===== src/lsuOpsPkg.sv =====
`default_nettype none

package lsuOpsPkg;

    ////////////////////////////////////////////////////////////
    // Memory uop codes
    ////////////////////////////////////////////////////////////
    typedef enum logic [3:0] {
        OpNop = 4'h0,
        OpLb  = 4'h1,
        OpLbu = 4'h2,
        OpLh  = 4'h3,
        OpLhu = 4'h4,
        OpLw  = 4'h5,
        OpSb  = 4'h6,
        OpSh  = 4'h7,
        OpSw  = 4'h8
    } LsuOp;

    typedef logic [5:0]  RobTag;
    typedef logic [5:0]  PhysReg;
    typedef logic [31:0] Word;
    typedef logic [15:0] Imm16;

    // Decode helpers
    function automatic logic isLoad(input LsuOp op);
        return op inside {OpLb, OpLbu, OpLh, OpLhu, OpLw};
    endfunction

    function automatic logic isStore(input LsuOp op);
        return op inside {OpSb, OpSh, OpSw};
    endfunction

endpackage

`default_nettype wire


===== src/uopQueue.sv =====
`timescale 1ns/1ps
`default_nettype none

module uopQueue #(
    parameter int QUEUE_DEPTH = 4
) (
    input  wire                     clk,
    input  wire                     rst,
    input  wire                     flush,
    input  wire                     issueValid,
    output logic                    issueReady,
    input  wire lsuOpsPkg::LsuOp    issueOp,
    input  wire lsuOpsPkg::Word     issueBase,
    input  wire lsuOpsPkg::Imm16    issueImm,
    input  wire lsuOpsPkg::Word     issueStoreData,
    input  wire lsuOpsPkg::PhysReg  issueDst,
    input  wire lsuOpsPkg::RobTag   issueTag,
    input  wire                     pop,
    output logic                    headValid,
    output lsuOpsPkg::LsuOp         headOp,
    output lsuOpsPkg::Word          headBase,
    output lsuOpsPkg::Imm16         headImm,
    output lsuOpsPkg::Word          headStoreData,
    output lsuOpsPkg::PhysReg       headDst,
    output lsuOpsPkg::RobTag        headTag
);
    import lsuOpsPkg::*;

    localparam int PTR_W = (QUEUE_DEPTH > 1) ? $clog2(QUEUE_DEPTH) : 1;
    localparam int CNT_W = $clog2(QUEUE_DEPTH + 1);

    // Uop storage, one array per field
    LsuOp   opMem   [QUEUE_DEPTH];
    Word    baseMem [QUEUE_DEPTH];
    Imm16   immMem  [QUEUE_DEPTH];
    Word    dataMem [QUEUE_DEPTH];
    PhysReg dstMem  [QUEUE_DEPTH];
    RobTag  tagMem  [QUEUE_DEPTH];

    logic [PTR_W-1:0] wrPtr;
    logic [PTR_W-1:0] rdPtr;
    logic [CNT_W-1:0] count;
    logic [CNT_W-1:0] countNext;
    logic             push;

    function automatic logic [PTR_W-1:0] nextPtr(input logic [PTR_W-1:0] ptr);
        return (ptr == PTR_W'(QUEUE_DEPTH - 1)) ? '0 : ptr + 1'b1;
    endfunction

    assign push = issueValid && issueReady;

    always_comb begin
        case ({push, pop})
            2'b10:   countNext = count + 1'b1;
            2'b01:   countNext = count - 1'b1;
            default: countNext = count;
        endcase
    end

    ////////////////////////////////////////////////////////////
    // Pointers, occupancy and registered full flag
    ////////////////////////////////////////////////////////////
    always_ff @(posedge clk) begin
        if (rst) begin
            wrPtr      <= '0;
            rdPtr      <= '0;
            count      <= '0;
            issueReady <= 1'b0;
        end else if (flush) begin
            wrPtr      <= '0;
            rdPtr      <= '0;
            count      <= '0;
            issueReady <= 1'b1;
        end else begin
            if (push) begin
                wrPtr <= nextPtr(wrPtr);
            end
            if (pop) begin
                rdPtr <= nextPtr(rdPtr);
            end
            count      <= countNext;
            issueReady <= (countNext != CNT_W'(QUEUE_DEPTH));
        end
    end

    always_ff @(posedge clk) begin
        if (push) begin
            opMem[wrPtr]   <= issueOp;
            baseMem[wrPtr] <= issueBase;
            immMem[wrPtr]  <= issueImm;
            dataMem[wrPtr] <= issueStoreData;
            dstMem[wrPtr]  <= issueDst;
            tagMem[wrPtr]  <= issueTag;
        end
    end

    // Head is read straight from storage
    assign headValid     = (count != '0);
    assign headOp        = opMem[rdPtr];
    assign headBase      = baseMem[rdPtr];
    assign headImm       = immMem[rdPtr];
    assign headStoreData = dataMem[rdPtr];
    assign headDst       = dstMem[rdPtr];
    assign headTag       = tagMem[rdPtr];

    // The unit may only take a uop that is actually there
    popNeedsHead : assert property (@(posedge clk) disable iff (rst)
        pop |-> headValid);

endmodule

`default_nettype wire

===== config.mk =====
export PLATFORM = sky130hd
export DESIGN_NAME = uopQueue
export DESIGN_NICKNAME = d
export VERILOG_FILES = /design/src/lsuOpsPkg.sv /design/src/uopQueue.sv
export SDC_FILE = /design/constraint.sdc
export NUM_CORES = 1
export LEC_CHECK = 0
export BUFFER_PORTS_ARGS = -buffer_cell sky130_fd_sc_hd__clkbuf_2
export CAP_MARGIN = 0
export CORE_AREA = 5 5 184 141
export CTS_CLUSTER_SIZE = 25
export DETAILED_ROUTE_END_ITERATION = 10
export DIE_AREA = 0 0 189 146
export PLACE_DENSITY = 0.88
export SETUP_SLACK_MARGIN = 0.2
export SLEW_MARGIN = 5
export SYNTH_ARGS = -nofsm -noshare
export SYNTH_HDL_FRONTEND = slang
export SYNTH_SLANG_ARGS = --single-unit

===== constraint.sdc =====
create_clock -name clk -period 6.5 [get_ports clk]
set_input_delay 0.975 -clock clk [delete_from_list [all_inputs] [get_ports clk]]
set_output_delay 0.975 -clock clk [all_outputs]
set_load 0.005 [all_outputs]

; ---- After elaboration in Yosys (flattened, before gate mapping)
; Memory sizes are Yosys's and may differ from the RTL's. A register that Yosys moved wholly into a read port is not among the register bits.
; Index checks and enable logic that the tools add are counted.
; Widths: inputs -> output; s select.
[word_totals]
ff_bits = 8
ram_bits = 384
inputBits = 101
word_cells = 40
mem_count = 6
output_inout_bits = 98
[op_classes]
addsub = 4
eq_ne = 5
reduce_logical = 3
n_mux = 18
[mem_list]
columns = name, words, word_bits, read_ports, rd_ports_with_merged_regs, wr, line
row1 = baseMem, 4, 32, 1, 1, 1, uopQueue.sv:34  ; Word baseMem [QUEUE_DEPTH];
row2 = dataMem, 4, 32, 1, 1, 1, uopQueue.sv:36  ; Word dataMem [QUEUE_DEPTH];
row3 = immMem, 4, 16, 1, 1, 1, uopQueue.sv:35  ; Imm16 immMem [QUEUE_DEPTH];
row4 = dstMem, 4, 6, 1, 1, 1, uopQueue.sv:37  ; PhysReg dstMem [QUEUE_DEPTH];
row5 = tagMem, 4, 6, 1, 1, 1, uopQueue.sv:38  ; RobTag tagMem [QUEUE_DEPTH];
row6 = opMem, 4, 4, 1, 1, 1, uopQueue.sv:33  ; LsuOp opMem [QUEUE_DEPTH];
[op_table]
columns = operator, n
row1 = $mux 2, 14
row2 = $eq 2x2->1 const B, 3
row3 = $pmux 3 s2, 1
row4 = $add 2x1->2 const B, 2
row5 = $add 3x1->3 const B, 1
row6 = $mux 1, 3
row7 = $ne 3x3->1 const B, 1
row8 = $reduce_bool 3->1, 1
row9 = $sub 3x1->3 const B, 1
row10 = $eq 2x1->1 const B, 1
row11 = $reduce_or 2->1, 1
row12 = $logic_and 1x1->1, 1

; ---- Depth between registers and ports, before layout
[logic_depth]
word_depth = 5
ltp_mapped = 7
depth_no_buf = 7

; ---- Least setup slack after synthesis
; OpenSTA, ideal clock, no wires.
[synth_path]
path_type = input port to flip-flop
from = input port issueValid
to = memory baseMem[0][0] in the netlist's numbering, enable pin
n_path_buf = 0
setup_time_ns = 0.466
t_required_ns = 6.034
path_slack_ns = 2.783
path_stages = 1
arrival_ns = 3.251
path_cell_list = and3_1
[synth_via]
elab_chain_len = 3
[synth_rtl]
columns = element, line
row1 = from (decl), uopQueue.sv:10  ; input wire issueValid,
row2 = $logic_and 1x1->1, uopQueue.sv:50  ; assign push = issueValid && issueReady;
row3 = $mux 1, uopQueue.sv:87  ; if (push) begin
row4 = $mux 1 (not written as such), uopQueue.sv:89  ; baseMem[wrPtr] <= issueBase;
row5 = to (decl), uopQueue.sv:34
; Every way passes these cells.

==> impl_metrics.ini <==
[run_status]
status = complete, no violations

[yosys]
yosys-top-cells-area = edfxtp_1, mux4_2, dfxtp_1
synth_mux_area_share_pct = 15.3
synth_compound_area_share_pct = 0.192
ys_ff_latch = 394
synthCells = 558
yosys.area_share.simple_pct = 0.749
yosys.area_share.adder_pct = 0.662
synth_top_family_by_area = multiplexers
yosys_warnings = 0
synth-xor-area-share_pct = 0.183
netlist_area_sq_um = 14400
ys_seq_area_share_pct = 81.7
ys_types = 26
syn_area_per_cell_sq_um = 25.7
synth_area_leader_cell = edfxtp_1
yosysTopAreaCellShare_pct = 80.3
synth_nets = 666

[global_route]
antenna_found_initial = 2
grt_pass1_wl_um = 43100
grt_overflow = 0
grt_pass1_vias = 7074
grt_max_degree = 67
grtUsageTotal_pct = 20.5

[die]
design.die.area_sq_um = 27600
core-area_sq_um = 23800
fp.dieH_um = 146
core.rowCount = 49
start_util_pct = 60.2
die_w_um = 189
io_pins = 199

[power_and_ir_drop]
powerDensity_nw_per_um2 = 309
power.leakage_nw = 5.67
power.share.combinational_pct = 4.5
p_int_mw = 4.20
p_clk_share_pct = 40.9
p_seq_share_pct = 54.7
p_total_mw = 5.21
net-switching-power_mw = 1.01
swShare_pct = 19.4
ir_worst_vdd_mv = 0.289

[placement]
hpwlAfterDp_um = 17300
io_buffers = 198
globalplace.congestion = 0.717
post_dp_cell_area_sq_um = 15700
dpl.cell_count = 1046

[cells_and_area]
stdcell_count = 1113
fin_nets = 887
stdcell_area_sq_um = 16900
diodes = 0
final_core_util_pct = 70.7
syn_to_final_growth_pct = 17.4
drive_gt1_share_pct = 44.6
fillCellCount = 1337

[clocking]
clkTransAtPathRegs_ps = 60
tritoncts = built
holdBufCountCts = 0
cts_resized = 0
post_cts_buffers = 0
root_buffer = clkbuf_16
ctsHtreeMaxLevel = 2
clock_latency_ps = 510
cts.sinks = 394
cts_buffer_depth = 3
cts-buffers-inserted = 37

[timing]
fin_crit_ps = 3690
min_period_over_period_pct = 56.8
relSlewSlack_pct = 34.1
hold_viol = 0
setup_viol = 0
worstMarginPinSlew_ps = 989
tns_ps = 0
drv_slew = 0
fmax_mhz = 271
rsz0062_at_grt = false
fin_skew_ps = 12.2

[critical_path]
crit_arrival_ps = 2720
worstSetupEndpointType = output port
slowest_stage = buf_4
crit_type = flop to output port
path_cells = buf_4 > mux4_2 > clkbuf_2
cp.required_ps = 5520
startpoint_type = flop
cp_max_fo = 44
cp_slowest_stage_delay_ps = 750

[detailed_routing]
vias = 6582
ant_nets = 0
viasPerCell = 5.91
wirelength_um = 28100
remaining_drc_errors = 0
first_iter_violations = 627
wl_per_cell_um = 25.3
first_pass_iters = 5

[worst_hold_path]
min-delay-path-class = flop to flop

[job]
max-cap-violations = 0
-- final cells by class --
cell class	instances	area (sq um)	area share [%]
timing repair buffer	205	1040	6.19
tap	306	383	2.27
inverter	7	26.3	0.156
clock inverter	20	195	1.16
clock buffer	47	1010	5.97
sequential	394	11700	69.6
multi-input combinational	134	2470	14.6
-- cells in the mapped netlist, drive strengths merged --
master,n
xor2,2
nor3b,1
a211oi,1
or3,2
o21ai,1
nand2b,1
dfxtp,10
or2,1
a21oi,3
nor2,6
nor4,1
nand3,1
and3,4
mux4,96
ha,6
inv,7
xnor2,1
mux2i,3
buf,17
edfxtp,384
nor4b,1
nand2,2
fa,1
clkbuf,6
-- power by group through the flow --
| stage | Clock (mW) | Combinational [mW] | Sequential [mW] |
|---|---|---|---|
| after global routing | 2.28 | 0.253 | 2.85 |
| after floorplan | 0 | 0.116 | 2.89 |
| after CTS | 2.17 | 0.237 | 2.85 |
| after global placement | 0 | 0.219 | 2.90 |
| final | 2.13 | 0.233 | 2.85 |
| after detailed placement | 0 | 0.234 | 2.90 |
-- state kept, by name (all words and copies together) (netlist names), named ones only --
register / cells
baseMem: 128
dataMem: 128
immMem: 64
dstMem: 24
tagMem: 24
opMem: 16
count: 3
rdPtr: 2
wrPtr: 2
issueReady: 1
-- logic make-up (layout without fill, tap and decap cells) --
logic type / after synthesis / count (layout)
flops: 394 / 394
mux: 99 / 99
buf+inv: 30 / 279
simple gates: 20 / 20
fa+ha+maj: 7 / 7
compound gates: 5 / 5
xor+xnor: 3 / 3
-- critical path, delay by kind of cell (launching register included) --
family	cells	cell delay, ps
buffers and inverters	2	890
flip-flops	1	640
multiplexers	1	650
-- stage by stage --
stage / setup slack (ps) / hold WS, ps
after floorplan: 2780 / 469
after global placement: 3300 / 484
after detailed placement: 3210 / 495
after CTS: 2670 / 504
after global routing: 2520 / 519
final: 2810 / 509
-- placed cells by master, fill, tap and decap left out --
cell / instances
dfxtp_4: 2
ha_1: 6
clkinv_1: 7
mux4_2: 96
nor4b_1: 1
nor4_1: 1
or3_1: 2
and3_4: 4
inv_6: 1
nand2_1: 2
a21oi_1: 3
nor2_1: 6
xnor2_1: 1
dfxtp_1: 8
clkbuf_16: 39
bufinv_16: 4
a211oi_1: 1
clkinv_2: 8
fa_1: 1
clkbuf_2: 198
clkbuf_1: 8
xor2_1: 2
inv_1: 7
edfxtp_1: 384
mux2i_1: 3
nand3_1: 1
o21ai_0: 1
or2_2: 1
buf_4: 7
nor3b_1: 1
nand2b_1: 1
-- worst paths after layout --
path	start	endpoint	slack [ps]	depth (start not counted)
max reg2reg	wrPtr[0]	dstMem[3][4]	4060	3
min	wrPtr[1]	wrPtr[1]	510	2
max	flop	headBase[31]	2810	3
min reg2reg	wrPtr[1]	wrPtr[1]	510	2
-- routing by layer --
layer	GRT usage [%]	vias up	part of all wire, %
met3	6.33	38	9.5
met1	27.4	3388	37
li1	-	2834	-
met2	34.5	318	52
met4	3.61	4	1.4
met5	0	-	0.096
No activity file was read; power rests on OpenSTA's default activity.
