<file path="src/lsuOpsPkg.sv">
`default_nettype none

package lsuOpsPkg;

    ////////////////////////////////////////////////////////////
    // Memory uop codes
    ////////////////////////////////////////////////////////////
    typedef enum logic [3:0] {
        OpNop = 4'h0,
        OpLb  = 4'h1,
        OpLbu = 4'h2,
        OpLh  = 4'h3,
        OpLhu = 4'h4,
        OpLw  = 4'h5,
        OpSb  = 4'h6,
        OpSh  = 4'h7,
        OpSw  = 4'h8
    } LsuOp;

    typedef logic [5:0]  RobTag;
    typedef logic [5:0]  PhysReg;
    typedef logic [31:0] Word;
    typedef logic [15:0] Imm16;

    // Decode helpers
    function automatic logic isLoad(input LsuOp op);
        return op inside {OpLb, OpLbu, OpLh, OpLhu, OpLw};
    endfunction

    function automatic logic isStore(input LsuOp op);
        return op inside {OpSb, OpSh, OpSw};
    endfunction

endpackage

`default_nettype wire

</file>
<file path="src/memBusPkg.sv">
`default_nettype none

package memBusPkg;

    ////////////////////////////////////////////////////////////
    // APB data path types
    ////////////////////////////////////////////////////////////
    typedef logic [31:0] ApbAddr;
    typedef logic [31:0] ApbData;
    typedef logic [3:0]  ApbStrb;

    // RAM defaults
    parameter int DEFAULT_RAM_WORDS   = 256;
    // Extra access cycles before pready
    parameter int DEFAULT_WAIT_STATES = 1;

endpackage

`default_nettype wire

</file>
<file path="src/loadStoreUnit.sv">
`timescale 1ns/1ps
`default_nettype none

module loadStoreUnit (
    input  wire                     clk,
    input  wire                     rst,
    input  wire                     flush,
    input  wire                     fireStore,
    input  wire                     headValid,
    input  wire lsuOpsPkg::LsuOp    headOp,
    input  wire lsuOpsPkg::Word     headBase,
    input  wire lsuOpsPkg::Imm16    headImm,
    input  wire lsuOpsPkg::Word     headStoreData,
    input  wire lsuOpsPkg::PhysReg  headDst,
    input  wire lsuOpsPkg::RobTag   headTag,
    output logic                    pop,
    output logic                    busy,
    output logic                    psel,
    output logic                    penable,
    output logic                    pwrite,
    output memBusPkg::ApbAddr       paddr,
    output memBusPkg::ApbData       pwdata,
    output memBusPkg::ApbStrb       pstrb,
    input  wire memBusPkg::ApbData  prdata,
    input  wire                     pready,
    output logic                    wbValid,
    output lsuOpsPkg::PhysReg       wbDst,
    output lsuOpsPkg::Word          wbData,
    output lsuOpsPkg::RobTag        wbTag,
    output logic                    storeReady,
    output lsuOpsPkg::RobTag        storeTag
);
    import lsuOpsPkg::*;

    typedef enum logic [2:0] {
        Idle,
        LoadSetup,
        LoadAccess,
        StoreWait,
        StoreSetup,
        StoreAccess,
        Drain
    } LsuState;

    LsuState     state;
    LsuState     nextState;

    // Current uop
    LsuOp        opReg;
    Word         addrReg;
    Word         storeDataReg;
    PhysReg      dstReg;
    RobTag       tagReg;

    logic [7:0]  loadByte;
    logic [15:0] loadHalf;
    Word         loadValue;

    ////////////////////////////////////////////////////////////
    // Control FSM
    ////////////////////////////////////////////////////////////
    always_ff @(posedge clk) begin
        if (rst) begin
            state <= Idle;
        end else begin
            state <= nextState;
        end
    end

    always_comb begin
        nextState = state;
        case (state)
            Idle: begin
                // Nop uops are popped and dropped here
                if (headValid && !flush) begin
                    if (isLoad(headOp)) begin
                        nextState = LoadSetup;
                    end else if (isStore(headOp)) begin
                        nextState = StoreWait;
                    end
                end
            end
            LoadSetup: begin
                nextState = flush ? Drain : LoadAccess;
            end
            LoadAccess: begin
                if (pready) begin
                    nextState = Idle;
                end else if (flush) begin
                    nextState = Drain;
                end
            end
            StoreWait: begin
                if (flush) begin
                    nextState = Idle;
                end else if (fireStore) begin
                    nextState = StoreSetup;
                end
            end
            StoreSetup: begin
                nextState = flush ? Drain : StoreAccess;
            end
            StoreAccess: begin
                if (pready) begin
                    nextState = Idle;
                end else if (flush) begin
                    nextState = Drain;
                end
            end
            Drain: begin
                // Unabortable transfer finishes quietly
                if (pready) begin
                    nextState = Idle;
                end
            end
            default: nextState = Idle;
        endcase
    end

    assign pop  = (state == Idle) && headValid && !flush;
    assign busy = (state != Idle);

    // Capture head and form the effective address
    always_ff @(posedge clk) begin
        if (pop) begin
            opReg        <= headOp;
            addrReg      <= headBase + {{16{headImm[15]}}, headImm};
            storeDataReg <= headStoreData;
            dstReg       <= headDst;
            tagReg       <= headTag;
        end
    end

    ////////////////////////////////////////////////////////////
    // APB requester outputs
    ////////////////////////////////////////////////////////////
    assign psel    = (state == LoadSetup) || (state == LoadAccess) || (state == StoreSetup)
                  || (state == StoreAccess) || (state == Drain);
    assign penable = (state == LoadAccess) || (state == StoreAccess) || (state == Drain);
    assign pwrite  = psel && isStore(opReg);
    assign paddr   = {addrReg[31:2], 2'b00};

    // Store data moved into its byte lane
    assign pwdata  = storeDataReg << {addrReg[1:0], 3'b000};

    always_comb begin
        pstrb = '0;
        if (pwrite) begin
            case (opReg)
                OpSb:    pstrb = 4'b0001 << addrReg[1:0];
                OpSh:    pstrb = addrReg[1] ? 4'b1100 : 4'b0011;
                OpSw:    pstrb = 4'b1111;
                default: pstrb = '0;
            endcase
        end
    end

    // Load lane select and extension
    always_comb begin
        loadByte = prdata[{addrReg[1:0], 3'b000} +: 8];
        loadHalf = addrReg[1] ? prdata[31:16] : prdata[15:0];
        case (opReg)
            OpLb:    loadValue = {{24{loadByte[7]}}, loadByte};
            OpLbu:   loadValue = {24'b0, loadByte};
            OpLh:    loadValue = {{16{loadHalf[15]}}, loadHalf};
            OpLhu:   loadValue = {16'b0, loadHalf};
            default: loadValue = prdata;
        endcase
    end

    ////////////////////////////////////////////////////////////
    // Write-back and commit handshake
    ////////////////////////////////////////////////////////////
    always_ff @(posedge clk) begin
        if (rst) begin
            wbValid    <= 1'b0;
            storeReady <= 1'b0;
        end else begin
            wbValid    <= (state == LoadAccess) && pready && !flush;
            storeReady <= pop && isStore(headOp);
        end
    end

    always_ff @(posedge clk) begin
        if ((state == LoadAccess) && pready) begin
            wbData <= loadValue;
            wbDst  <= dstReg;
            wbTag  <= tagReg;
        end
    end

    assign storeTag = tagReg;

    // Misaligned accesses are not supported
    alignedAccess : assert property (@(posedge clk) disable iff (rst)
        psel |-> !((opReg inside {OpLh, OpLhu, OpSh}) && addrReg[0])
              && !((opReg inside {OpLw, OpSw}) && (addrReg[1:0] != 2'b00)));

    // Requester holds the transfer until the RAM completes it
    requestHeld : assert property (@(posedge clk) disable iff (rst)
        psel && !pready |=> psel && $stable({paddr, pwrite, pwdata, pstrb}));

endmodule

`default_nettype wire

</file>
<file path="config.mk">
export PLATFORM = sky130hd
export DESIGN_NAME = loadStoreUnit
export DESIGN_NICKNAME = d
export VERILOG_FILES = /design/src/lsuOpsPkg.sv /design/src/memBusPkg.sv /design/src/loadStoreUnit.sv
export SDC_FILE = /design/constraint.sdc
export NUM_CORES = 1
export LEC_CHECK = 0
export BUFFER_PORTS_ARGS = -buffer_cell sky130_fd_sc_hd__clkbuf_2
export CAP_MARGIN = 20
export CORE_UTILIZATION = 35
export CTS_CLUSTER_DIAMETER = 100
export DETAILED_ROUTE_END_ITERATION = 10
export GPL_TIMING_DRIVEN = 0
export HOLD_SLACK_MARGIN = 0.03
export SETUP_SLACK_MARGIN = 0.3
export SLEW_MARGIN = 25
export SYNTH_ARGS = -nofsm -noshare
export SYNTH_HDL_FRONTEND = slang
export SYNTH_SLANG_ARGS = --single-unit
</file>
<file path="constraint.sdc">
create_clock -name clk -period 6.25 [get_ports clk]
set_clock_uncertainty 0.2 [all_clocks]
set_input_delay 0.3125 -clock clk [delete_from_list [all_inputs] [get_ports clk]]
set_output_delay 0.3125 -clock clk [all_outputs]
set_load 0.01 [all_outputs]
</file>
=== After elaboration in Yosys (flattened, before gate mapping) ===
Cells that the tools add are included.

* Flip-flop bits (word level): 129
* Output and inout port bits: 125
* Logic and storage cells: 78

* Add/subtract/negate cells: 1
* Equal/unequal tests: 26
* Shift operators: 3
* Mux-type cells: 16
* Reductions and logical operators: 21

{| class="wikitable"
|+ Operator list
! kind !! count
|-
| one-hot mux 32 bit (4 select lines) || 1
|-
| adder 32 bit || 1
|-
| variable part select 32 x 6 -> 8 bit || 1
|-
| left shift 32 x 5 -> 32 bit || 1
|-
| equality test 4 x 3 -> 1 bit, second input constant || 7
|-
| 2-to-1 mux 3 bit || 9
|-
| one-hot mux 3 bit (6 select lines) || 1
|-
| equality test 4 x 2 -> 1 bit, second input constant || 4
|-
| 2-to-1 mux 16 bit || 1
|-
| one-hot mux 4 bit (3 select lines) || 1
|-
| equality test 3 bit, second input constant || 3
|-
| nonzero test 3 bit || 3
|-
| equality test 4 x 1 -> 1 bit, second input constant || 2
|-
| equality test 4 bit, second input constant || 2
|-
| 2-to-1 mux 4 bit || 2
|-
| logical AND 1 bit || 7
|-
| equality test 3 x 2 -> 1 bit, second input constant || 2
|-
| logical OR 1 bit || 6
|-
| inequality test 3 bit, second input constant || 2
|-
| AND reduction 5 bit || 1
|-
| nonzero test 5 bit || 1
|-
| inequality test 2 bit, second input constant || 2
|-
| left shift 1 x 2 -> 4 bit, first input constant || 1
|-
| equality test 3 x 1 -> 1 bit, second input constant || 1
|-
| other kinds (5) || 5
|}

=== Logic depth before layout (Yosys ltp) ===
Gate-level depths: netlist of run 1.

* Depth in word-level cells: 7
* Mapped depth: 9
* Gate-level depth less buffers: 9

=== Worst setup path after synthesis of run 1 ===
Ideal clock, no wire load.

* Kind: register to register
* Start point: reg state[0]
* End point: reg addrReg[0], enable pin
* Setup time: 525 ps
* Arrival: 4412 ps
* Required time: 5525 ps
* Setup slack: 1114 ps
* Cell stages (with the launch flop): 6
* Buffers on the path: 2
* Clock period less this slack: 5136 ps
* Cells stage by stage: dfxtp_1 -> clkbuf_1 -> clkbuf_1 -> nor2_1 -> nand2_1 -> nor2_1

* Word-level cells in the longest chain between the ends: 3

{| class="wikitable"
|+ Ends and longest elaborated chain
! item !! RTL line !! RTL
|-
| start, declared || loadStoreUnit.sv:45 || <nowiki>LsuState state;</nowiki>
|-
| start signal, assigned || loadStoreUnit.sv:64 || <nowiki>state <= Idle;</nowiki>
|-
| start signal, assigned || loadStoreUnit.sv:66 || <nowiki>state <= nextState;</nowiki>
|-
| logical NOT 3 bit || loadStoreUnit.sv:120 || <nowiki>assign pop = (state == Idle) && headValid && !flush;</nowiki>
|-
| logical AND 1 bit (2 in series) || loadStoreUnit.sv:120 ||
|-
| via pop || loadStoreUnit.sv:16 || <nowiki>output logic pop,</nowiki>
|-
| end signal, assigned || loadStoreUnit.sv:127 || <nowiki>addrReg <= headBase + {{16{headImm[15]}}, headImm};</nowiki>
|-
| end, declared || loadStoreUnit.sv:50 || <nowiki>Word addrReg;</nowiki>
|}

The timed path passes the listed nets, and every way through them passes these cells.
A chain may end at the register's enable or synchronous reset.

=== Worst setup path after layout of run 1 ===
* Start point: reg addrReg[1]
* End point: out pstrb[2]

* Word-level cells in the longest chain between the ends: 3
* Elaborated cells between the ends (all ways): 4
* Classes of those cells: 1 x shift; 3 x mux

{| class="wikitable"
|+ Ends and longest elaborated chain
! item !! RTL line !! RTL
|-
| 2-to-1 mux 4 bit or left shift 1 x 2 -> 4 bit (tied branches) || loadStoreUnit.sv:151, loadStoreUnit.sv:150 ||
|-
| one-hot mux 4 bit (3 select lines) (*) || loadStoreUnit.sv:149 || <nowiki>case (opReg)</nowiki>
|-
| 2-to-1 mux 4 bit (*) || loadStoreUnit.sv:148 || <nowiki>if (pwrite) begin</nowiki>
|-
| end, declared || loadStoreUnit.sv:23 || <nowiki>output memBusPkg::ApbStrb pstrb,</nowiki>
|}

Mark *: on every way between the ends. The rest lies on a longest branch, timed or not.

==> results.md, run 1 <==
- Leak pwr: 4.53 nW
- CTS root buf: clkbuf_16
- DR vias/cell: approximately 4.9
- Hold Crit Class: in -> reg
- CP bufs+invs: 4
- Core outline area: a little over 20000 sq um
- End-of-flow core utilization: between 50 and 60%
- Die width: about 150 um
- Clock-pin slew on the worst setup and hold paths: around 0.050 ns
- Top cells by area, synth: edfxtp_1 51%, ha_1 5.3%, mux2i_1 4.2%
- Area share of the largest cell type after synthesis: between 50% and 60%
- Placement Cell Area: roughly 9000 sq um
- Internal power: 2.17 mW
- Placer Congestion: about 0.89
- Post-layout net count: around 1200
- Clock Latency Late Sink: 0.41 ns
- FF+latch area: around 3800 sq um
- Max-slew violation count: 0
- CTS H-tree depth: 4
- # Max-Cap Violations: 0
- Initial Util: 36.0%
- Die area: around 22000 sq um
- Total setup buffers inserted after CTS: 0
- Critical Path Stages: 6
- Hold path cells: 2
- Drt wl/cell: 15.9 um
- Cell row count: between 50 and 60
- Routed vias: about 6300
- First-pass GRT wire length: roughly 31000 um
- Status: finished clean
- Met2 wire len: ~10000 um
- Synth cell types: 69
- Dpl cells: about 1200
- Post-synthesis register bit count: roughly 130
- Sequential Power Share: between 30% and 40%
- Final ANT Viol Nets: 0
- CTS tree: done
- Sw power: approximately 1.1 mW
- Initial antenna violation count: 1
- Max Used Layer: met4
- Post-synthesis sequential area ratio: 52.1%
- Worst-Margin Slew: ~0.61 ns
- IR drop worst, VDD: roughly 180 uV
- Commonest non-fill, non-tap cells in the layout: 257 x clkbuf_2, 124 x edfxtp_1, 78 x dlygate4sd3_1
- Min cycle time layout: 3.11 ns
- Slowest Stage Delay on Critical Path: approximately 0.48 ns
- Most used cell, CP: clkbuf_1
- PD cells: around 310 nW/um^2
- GRT Residual Overflow: 0
- Non-Filler Instances: ~1300
- Post-synth EDFFs: ~120
- Top_reg_cell synth: edfxtp_1
- Total wire length: between 20000 and 25000 um
- Setup-failing EPs final: 0
- Power share of the combinational group: about 33%
- 1st-iter DRT viols: between 200 and 300
- Post-DP HPWL: ~16000 um
- Wl on met1: around 8700 um
- Filler Cell Count: 1861
- Max clock buf depth: 2
- Switching Fraction: 32.7%
- Synthesized cell area: between 7000 and 8000 sq um
- Fmax: 0.322 GHz
- Design area: roughly 10000 sq um
- Startpoint Class: flip-flop
- Total CTS buffers: 17
- Multi-input logic area: roughly 3100 sq um
- Routed wl met3: 1400 um
- Synth area leader: edfxtp_1
- Die H: around 150 um
- Post-Synthesis Cells: 646
- Mean Syn Cell Area: between 10 and 15 sq um
- I/O Buffers: between 200 and 300
- Critical Path RT: approximately 5.7 ns
- I/O pins: between 200 and 300
- Pre-antenna DRT Iters: 5
- CP max FO: 10
- Most common cell after layout, fill and taps aside: clkbuf_2
- RSZ-0062 raised after global routing: false
- Final TNS setup: 0 ns
- GRT Overall Usage: 18.8%
- Vias in the first global route: between 6000 and 7000
- # clock sinks: 129
- CP max-delay cell: clkbuf_1
- Area grow syn2layout: 42.5%
- Worst relative slew slack: roughly three fifths
- Final hold viol count: 0
- Async S/R FF share, synth: 0%
- Clock network power share: between 20 and 30%
- Path type of the worst setup path: reg -> out
- Final Cycle Share: 49.7%
- Syn. warnings: 0
- CP top delay family: buffers and inverters
- Final Hold Slack: 0.0432 ns
- CP Capture Type: output pin
- R2R depth: 9
- Worst path arrival time: roughly 2.6 ns
- DRC: 0
- Ratio of cells with drive above 1 in the final layout: a little over a third
- Crit-path cells: buf_2, clkbuf_1, clkbuf_1, nand3_1, a21oi_1, clkbuf_2
- Largest net degree at the start of global routing: 25
power groups by stage:
stage | sequential [mW] | combinational (mW) | clock [mW]
2_1_floorplan | 1.26 | 0.597 | 0
3_3_place_gp | 1.26 | 0.965 | 0
3_5_place_dp | 1.23 | 1.02 | 0
4_1_cts | 1.21 | 1.07 | 0.969
5_1_grt | 1.23 | 1.16 | 1.00
6_report | 1.21 | 1.06 | 0.943
through the flow:
step | setup slack [ns] | total power [mW]
2_1_floorplan | 1.11 | 1.86
3_3_place_gp | -1.31 | 2.22
3_5_place_dp | 3.26 | 2.26
4_1_cts | 3.07 | 3.25
5_1_grt | 2.88 | 3.39
6_report | 3.14 | 3.22
cells in the mapped netlist (all sizes together) (2+ instances only):
| master | number |
|---|---|
| edfxtp | 124 |
| nand2 | 53 |
| buf | 50 |
| nor2 | 49 |
| a21oi | 48 |
| o21ai | 34 |
| ha | 31 |
| mux2i | 31 |
| a21o | 25 |
| xnor2 | 20 |
| nand3 | 15 |
| clkbuf | 14 |
| xor2 | 14 |
| a211oi | 13 |
| nor2b | 13 |
| a31oi | 9 |
| and2 | 9 |
| a221o | 7 |
| inv | 7 |
| nand4 | 7 |
| o211ai | 7 |
| o22a | 7 |
| nand2b | 6 |
| nor3 | 6 |
| dfxtp | 5 |
| o31ai | 4 |
| o22ai | 3 |
| a311oi | 2 |
| and3 | 2 |
| mux2 | 2 |
| nand3b | 2 |
| nor3b | 2 |
| nor4 | 2 |
| o21a | 2 |
| o221ai | 2 |
| o41ai | 2 |
| or2 | 2 |
| or3 | 2 |
timing repair:
action	in CTS	in global routing
hold endpoints to repair	80	0
gates resized for setup	0	0
hold buffers	78	0
sequential cells by signal (all words and copies together), names as in the netlist:
register      cells
addrReg          32
wbDst             6
state             3
dstReg            6
storeReady        1
wbData           32
storeTag          6
wbTag             6
storeDataReg     32
wbValid           1
opReg             4
layout make-up:
class,count,share of cell area [%]
clock inverter,14,1.24
inverter,7,0.251
multi-input combinational,447,29.9
tap,270,3.23
timing repair buffer,343,21.1
antenna,1,0.0239
buffer,64,3.66
sequential,129,36.6
clock buffer,17,4.07
final timing paths:
kind,from,slack (ns),endpoint
worst max-delay path,addrReg[1],3.14,pstrb[2]
worst min-delay path,headImm[0],0.04,addrReg[0]
worst max register to register,opReg[0],3.31,wbData[2]
worst min register to register,dstReg[3],0.22,wbDst[3]
layer usage:
metal,vias up,GRT usage (%)
li1,3123,-
met3,32,4.50
met5,-,0
met4,0,7.08
met1,2932,22.3
met2,247,32.9
cell families after synthesis:
logic type / after synthesis / share of synthesized area, %
flip-flops: 129 / 52.1
buffers and inverters: 71 / 5.57
other: 1 / 0.0511
multiplexers: 33 / 4.53
XOR/XNOR: 34 / 4.06
AND/OR/NAND/NOR: 172 / 11.2
AO/OA/AOI/OAI: 174 / 16.9
adder cells (fa/ha/maj): 32 / 5.56
(Power assumes the default switching activity.)
==> run 2: changes to the inputs <==
ABC_AREA = 1   (was not set)
clock period = 3.2 ns   (was 6.25 ns; I/O delays follow)
==> run 2 against run 1 <==
Compared with the run above:
- register-to-register slack worse by 2.7 ns
- non-clock buffer count is 7 higher
- setup slack worse by 2.5 ns
- area after synthesis is 13% higher
- first-iteration DRC count is 28% higher
- final area is 13% higher
- count of clock-buffer cells in the layout stayed put
- critical path depth is 2 higher
- utilization hardly changed
- sequential cell count stayed put
- largest cell class unchanged
- highest routed layer is now met5
==> results.md, run 2 <==
- CTS root buf: clkbuf_16
- Commonest non-fill, non-tap cells in the layout: 296 x nand2_1, 256 x clkbuf_2, 141 x inv_1
- Leak pwr: 5.90 nW (+30%)
- Total CTS buffers: 17 (unchanged)
- Startpoint Class: flip-flop
- Most common cell after layout, fill and taps aside: nand2_1
- Worst-Margin Slew: 0.546 ns (-0.0633 ns)
- Synth area leader: edfxtp_1
- Routed vias: 7807 (+23%)
- Hold Crit Class: in -> reg
- Final hold viol count: 0 (unchanged)
- I/O Buffers: 256 (unchanged)
- Drt wl/cell: 14.2 um (-11%)
- Top_reg_cell synth: edfxtp_1
- CTS H-tree depth: 4 (unchanged)
- Most used cell, CP: nand2_2
- Setup-failing EPs final: 0 (unchanged)
- GRT Residual Overflow: 0 (unchanged)
- Placer Congestion: 0.901 (+1.2%)
- Count leader, synth: nand2_1
- Cell row count: 55 (+5.8%)
- # Max-Cap Violations: 0 (unchanged)
- Post-layout net count: 1538 (+31%)
- DRC: 0 (unchanged)
- Worst relative slew slack: 63.5% (+4.3 points)
- Initial antenna violation count: 1 (unchanged)
- Post-synthesis register bit count: 129 (unchanged)
- Worst path arrival time: 2.54 ns (-0.06 ns)
- # clock sinks: 129 (unchanged)
- Area share of the largest cell type after synthesis: 44.9% (-5.9 points)
- Post-place setup slack: 0.840 ns (-2.42 ns)
- Slowest Stage Delay on Critical Path: 0.57 ns (+0.09 ns)
- Die width: 156 um (+6.2%)
- Clock-pin slew on the worst setup and hold paths: 0.07 ns (+0.02 ns)
- Final ANT Viol Nets: 0 (unchanged)
- I/O pins: 259 (unchanged)
- Top cells by area, synth: edfxtp_1 45%, nand2_1 13%, inv_1 6.4%
- GRT Overall Usage: 20.0% (+1.2 points)
- CTS tree: done
- DR vias/cell: 4.60 (-6.2%)
- Status: finished clean
- Synth cell types: 40 (-42%)
- Post-synthesis sequential area ratio: 46.1% (-6.0 points)
- Post-DP HPWL: 18600 um (+19%)
- CP Capture Type: flip-flop
- RSZ-0062 raised after global routing: false
- Core outline area: 22900 sq um (+13%)
- Die area: 24300 sq um (+13%)
- Syn. warnings: 0 (unchanged)
- Post-synth EDFFs: 124 (unchanged)
- End-of-flow core utilization: 51.4% (about the same)
- Synthesized cell area: 8300 sq um (+13%)
- Final TNS setup: 0 ns (unchanged)
- CP max-delay cell: dlygate4sd3_1
- Max clock buf depth: 2 (unchanged)
- Ratio of cells with drive above 1 in the final layout: 31.0% (-5.0 points)
- Critical Path RT: 3.17 ns (-2.57 ns)
- Post-Synthesis Cells: 991 (+53%)
- Vias in the first global route: 7674 (+23%)
- Most frequent cells after synthesis: 296 x nand2_1, 141 x inv_1, 124 x edfxtp_1, 75 x nor2_1, 48 x nand3_1
- Area grow syn2layout: 41.8%
- Initial Util: 36.2% (+0.16 points)
- Max-slew violation count: 0 (unchanged)
- Biggest regs: addrReg x32, storeDataReg x32, wbData x32
- IR drop worst, VDD: 328 uV (+82%)
- CP max FO: 10 (unchanged)
- Total wire length: 24000 um (+17%)
- Path type of the worst setup path: reg -> reg
- Die H: 156 um (+6.2%)
- First-pass GRT wire length: 37900 um (+20%)
- Largest net degree at the start of global routing: 23 (-8.0%)
- Crit-path cells: nand2_2, inv_2, nor3_4, nor2_4, buf_6, nand2_2, nand3_1, dlygate4sd3_1
- Filler Cell Count: 2184 (+17%)
- Clock Latency Late Sink: 0.42 ns (about the same)
- Total setup buffers inserted after CTS: 0 (unchanged)
- Mean Syn Cell Area: 8.37 sq um (-26%)
- Fmax: 0.390 GHz
- Ant. Diodes: 0 (-1)
- Pre-antenna DRT Iters: 7 (+2)
- Min cycle time layout: approximately 2.6 ns
- Async S/R FF share, synth: 0% (unchanged)
- PD cells: 546 nW/um^2 (+77%)
- Post-route setup slack: 0.633 ns (-2.51 ns)
- Final Cycle Share: between 80% and 90%
- 1st-iter DRT viols: 370 (+28%)
==> run 2: timing repair <==
action                                  in CTS  in global routing
hold endpoints to repair                   103                  0
hold buffers                                99                  0
endpoints found under the setup margin       0                  0
resized for setup                            0                  0
==> run 2: final timing paths <==
check | startpoint | cells after the start | end | slack, ns
max | opReg[0] | 8 | wbData[9] | 0.63
min | headImm[10] | 3 | addrReg[10] | 0.06
max reg2reg | opReg[0] | 8 | wbData[9] | 0.63
min reg2reg | dstReg[1] | 0 | wbDst[1] | 0.22
==> run 2: critical path: cells and delay by family (launching register included) <==
kind / cells / cell delay [ns]
buffers and inverters: 3 / 0.82
flip-flops: 1 / 0.45
AND/OR/NAND/NOR: 5 / 0.84
==> run 2: layout make-up <==
type,count,area (sq um),share of cell area (%)
Buffer,53,382,3.24
Clock inverter,15,199,1.69
Sequential cell,129,3820,32.5
Inverter,147,552,4.69
Tap cell,313,392,3.33
Multi-Input combinational cell,663,3560,30.2
Clock buffer,17,425,3.61
Timing Repair Buffer,361,2440,20.7
==> run 2: report_power, final <==
| group | switching, mW | internal (mW) |
|---|---|---|
| logic | 1.22 | 0.854 |
| clock network | 0.836 | 1.26 |
| registers | 0.0900 | 2.17 |
==> run 2: per-stage QoR <==
stage	power, mW	instances	hold WS [ns]	area [sq um]
global route	6.78	1698	0.0740	11800
finish	6.43	1698	0.0567	11800
floorplan	3.51	992	0.0324	8310
global placement	4.14	1561	0.138	9980
detailed placement	4.26	1567	0.139	10200
CTS	6.49	1698	0.0380	11800
==> run 2: logic make-up (layout without fill, tap and decap cells) <==
group / count (synthesis) / after routing / synth area share, %
buf+inv: 200 / 593 / 11.3
xor+xnor: 16 / 16 / 1.69
flops: 129 / 129 / 46.1
fa+ha+maj: 32 / 32 / 4.92
other cells: 1 / 2 / 0.0452
compound gates: 110 / 110 / 8.60
simple gates: 503 / 503 / 27.4
==> run 2: layer usage <==
| layer | global-route usage [%] | vias up | routed length [um] | share of wire (%) |
|---|---|---|---|---|
| met5 | 0 | - | 13 | 0.054 |
| met4 | 6.77 | 2 | 532 | 2.2 |
| met3 | 3.67 | 45 | 1470 | 6.1 |
| met2 | 35.2 | 283 | 11800 | 49 |
| met1 | 24.6 | 3505 | 10300 | 43 |
| li1 | - | 3972 | - | - |
==> run 3: changes to the inputs <==
ABC_AREA = 0   (was 1)
clock period = 2.6 ns   (was 3.2 ns; I/O delays follow)
==> run 3 against run 2 <==
Compared with the run above:
- final area is 7.3% lower
- combinational power grew 37%
- clock power increased by 15%
- die area shrank 11%
- utilization increased by 2.2 points
- critical path type is now reg -> out
- largest power group unchanged
- highest routed layer is now met4
==> results.md, run 3 (synthesized netlist as in run 1, its figures left out) <==
- Cell row count: 52 (-5.5%)
- # clock sinks: 129 (unchanged)
- Final Hold Slack: 0.0522 ns (-0.00444 ns)
- Tot Pwr: 8.14 mW (+27%)
- CP max FO: 10 (unchanged)
- Clock Latency Late Sink: 0.41 ns (about the same)
- Final TNS setup: 0 ns (unchanged)
- Worst path arrival time: 1.91 ns (-0.63 ns)
- CTS H-tree depth: 4 (unchanged)
- CP Capture Type: output pin
- Critical Path RT: 2.27 ns (-0.90 ns)
- Path type of the worst setup path: reg -> out
- Multi-input logic area: 3210 sq um (-9.8%)
- GRT Overall Usage: 19.5% (-0.58 points)
- I/O pins: 259 (unchanged)
- Post-layout net count: 1196 (-22%)
- Most common cell after layout, fill and taps aside: clkbuf_2
- DRC: 0 (unchanged)
- Leak pwr: 4.74 nW (-20%)
- Die width: 147 um (-5.9%)
- Post-route setup slack: 0.360 ns (-0.273 ns)
- Initial antenna violation count: 0 (-1)
- Setup-failing EPs final: 0 (unchanged)
- DR vias/cell: 4.92 (+7.0%)
- Hold Crit Class: in -> reg
- Core outline area: 20400 sq um (-11%)
- I/O Buffers: 256 (unchanged)
- FF+latch area: 3820 sq um (about the same)
- CTS tree: done
- Placer Congestion: 0.881 (-2.2%)
- # Max-Cap Violations: 0 (unchanged)
- Ratio of cells with drive above 1 in the final layout: 38.7% (+7.8 points)
- Max-slew violation count: 0 (unchanged)
- Routed vias: 6457 (-17%)
- 1st-iter DRT viols: 368 (-0.54%)
- Die area: 21600 sq um (-11%)
- Final hold viol count: 0 (unchanged)
- Status: finished clean
- CTS root buf: clkbuf_16
- Initial Util: 36.0% (-0.16 points)
- Drt wl/cell: 15.8 um (+12%)
- Pre-antenna DRT Iters: 6 (-1)
- GRT Residual Overflow: 0 (unchanged)
- Placement Cell Area: 9170 sq um (-9.7%)
- Area grow syn2layout: 48.7%
- Fmax: about 0.45 GHz
- Max clock buf depth: 2 (unchanged)
- PD cells: 746 nW/um^2 (+37%)
- First-pass GRT wire length: 32600 um (-14%)
- Total CTS buffers: 17 (unchanged)
- Vias in the first global route: 6401 (-17%)
- Post-DP HPWL: 15000 um (-20%)
- IR drop worst, VDD: 387 uV (+18%)
- Biggest regs: addrReg x32, storeDataReg x32, wbData x32
- Final ANT Viol Nets: 0 (unchanged)
- Total wire length: 20800 um (-14%)
- Die H: 147 um (-5.9%)
- Commonest non-fill, non-tap cells in the layout: 260 x clkbuf_2, 124 x edfxtp_1, 90 x dlygate4sd3_1
- Final Cycle Share: a little under nine tenths
- Design area: 10900 sq um (-7.3%)
- Filler Cell Count: 1818 (-17%)
- Min cycle time layout: 2.24 ns
- Largest net degree at the start of global routing: 18 (-22%)
- RSZ-0062 raised after global routing: true
- Post-place setup slack: -0.118 ns (-0.958 ns)
- Ant. Diodes: 0 (unchanged)
- Clock-pin slew on the worst setup and hold paths: 0.06 ns (about the same)
- Startpoint Class: flip-flop
==> run 3: power breakdown <==
group	switching, mW	total (mW)	leakage (nW)	internal [mW]
clock network	1.03	2.40	0.282	1.37
logic	1.51	2.83	3.27	1.32
registers	0.133	2.92	1.18	2.78
==> run 3: per-layer routing <==
layer  GRT usage [%]  routed length [um]  up-vias
li1                -                   -     3180
met2            32.6                9990      252
met3            3.82                1200       45
met1            24.2                8930     2980
met4            8.96                 642        0
met5               0                   0        -
==> run 3: critical path: stages, from the launching register on <==
cell      delay (ns)
edfxtp_1        0.44
buf_6           0.19
buf_4           0.19
buf_4           0.19
a211oi_1        0.26
a21oi_1         0.09
clkbuf_2        0.14
==> run 3: metrics by stage <==
stage / std cells / util [%]
after global placement: 1173 / 44.5
after floorplan: 647 / -
after detailed placement: 1179 / 45.0
final: 1313 / 53.6
after CTS: 1310 / 53.2
after global routing: 1313 / 53.6
==> run 3: layout make-up <==
class	instances	share of cell area, %
multi-input cells	447	29.4
plain buffers	64	4.16
flip-flops and latches	129	35.0
repair buffers	364	22.6
clock inverters	15	1.52
well taps	270	3.10
clock buffers	17	3.90
inverters	7	0.241
==> run 3: repair_timing <==
| item | in CTS | in global routing |
|---|---|---|
| gates cloned | 3 | 0 |
| setup buffers | 6 | 3 |
| gates resized for setup | 16 | 24 |
| hold endpoints to repair | 90 | 0 |
| hold buffers | 90 | 0 |
| endpoints found under the setup margin | 70 | 56 |
| pin swaps | 1 | 3 |
==> run 3: final timing paths <==
kind	start	end	slack, ns	cells past startpoint
setup / recovery	addrReg[1]	pwdata[30]	0.36	6
setup reg to reg	opReg[1]	wbData[2]	0.43	9
hold reg to reg	dstReg[1]	wbDst[1]	0.22	0
hold / removal	headImm[7]	addrReg[7]	0.05	3
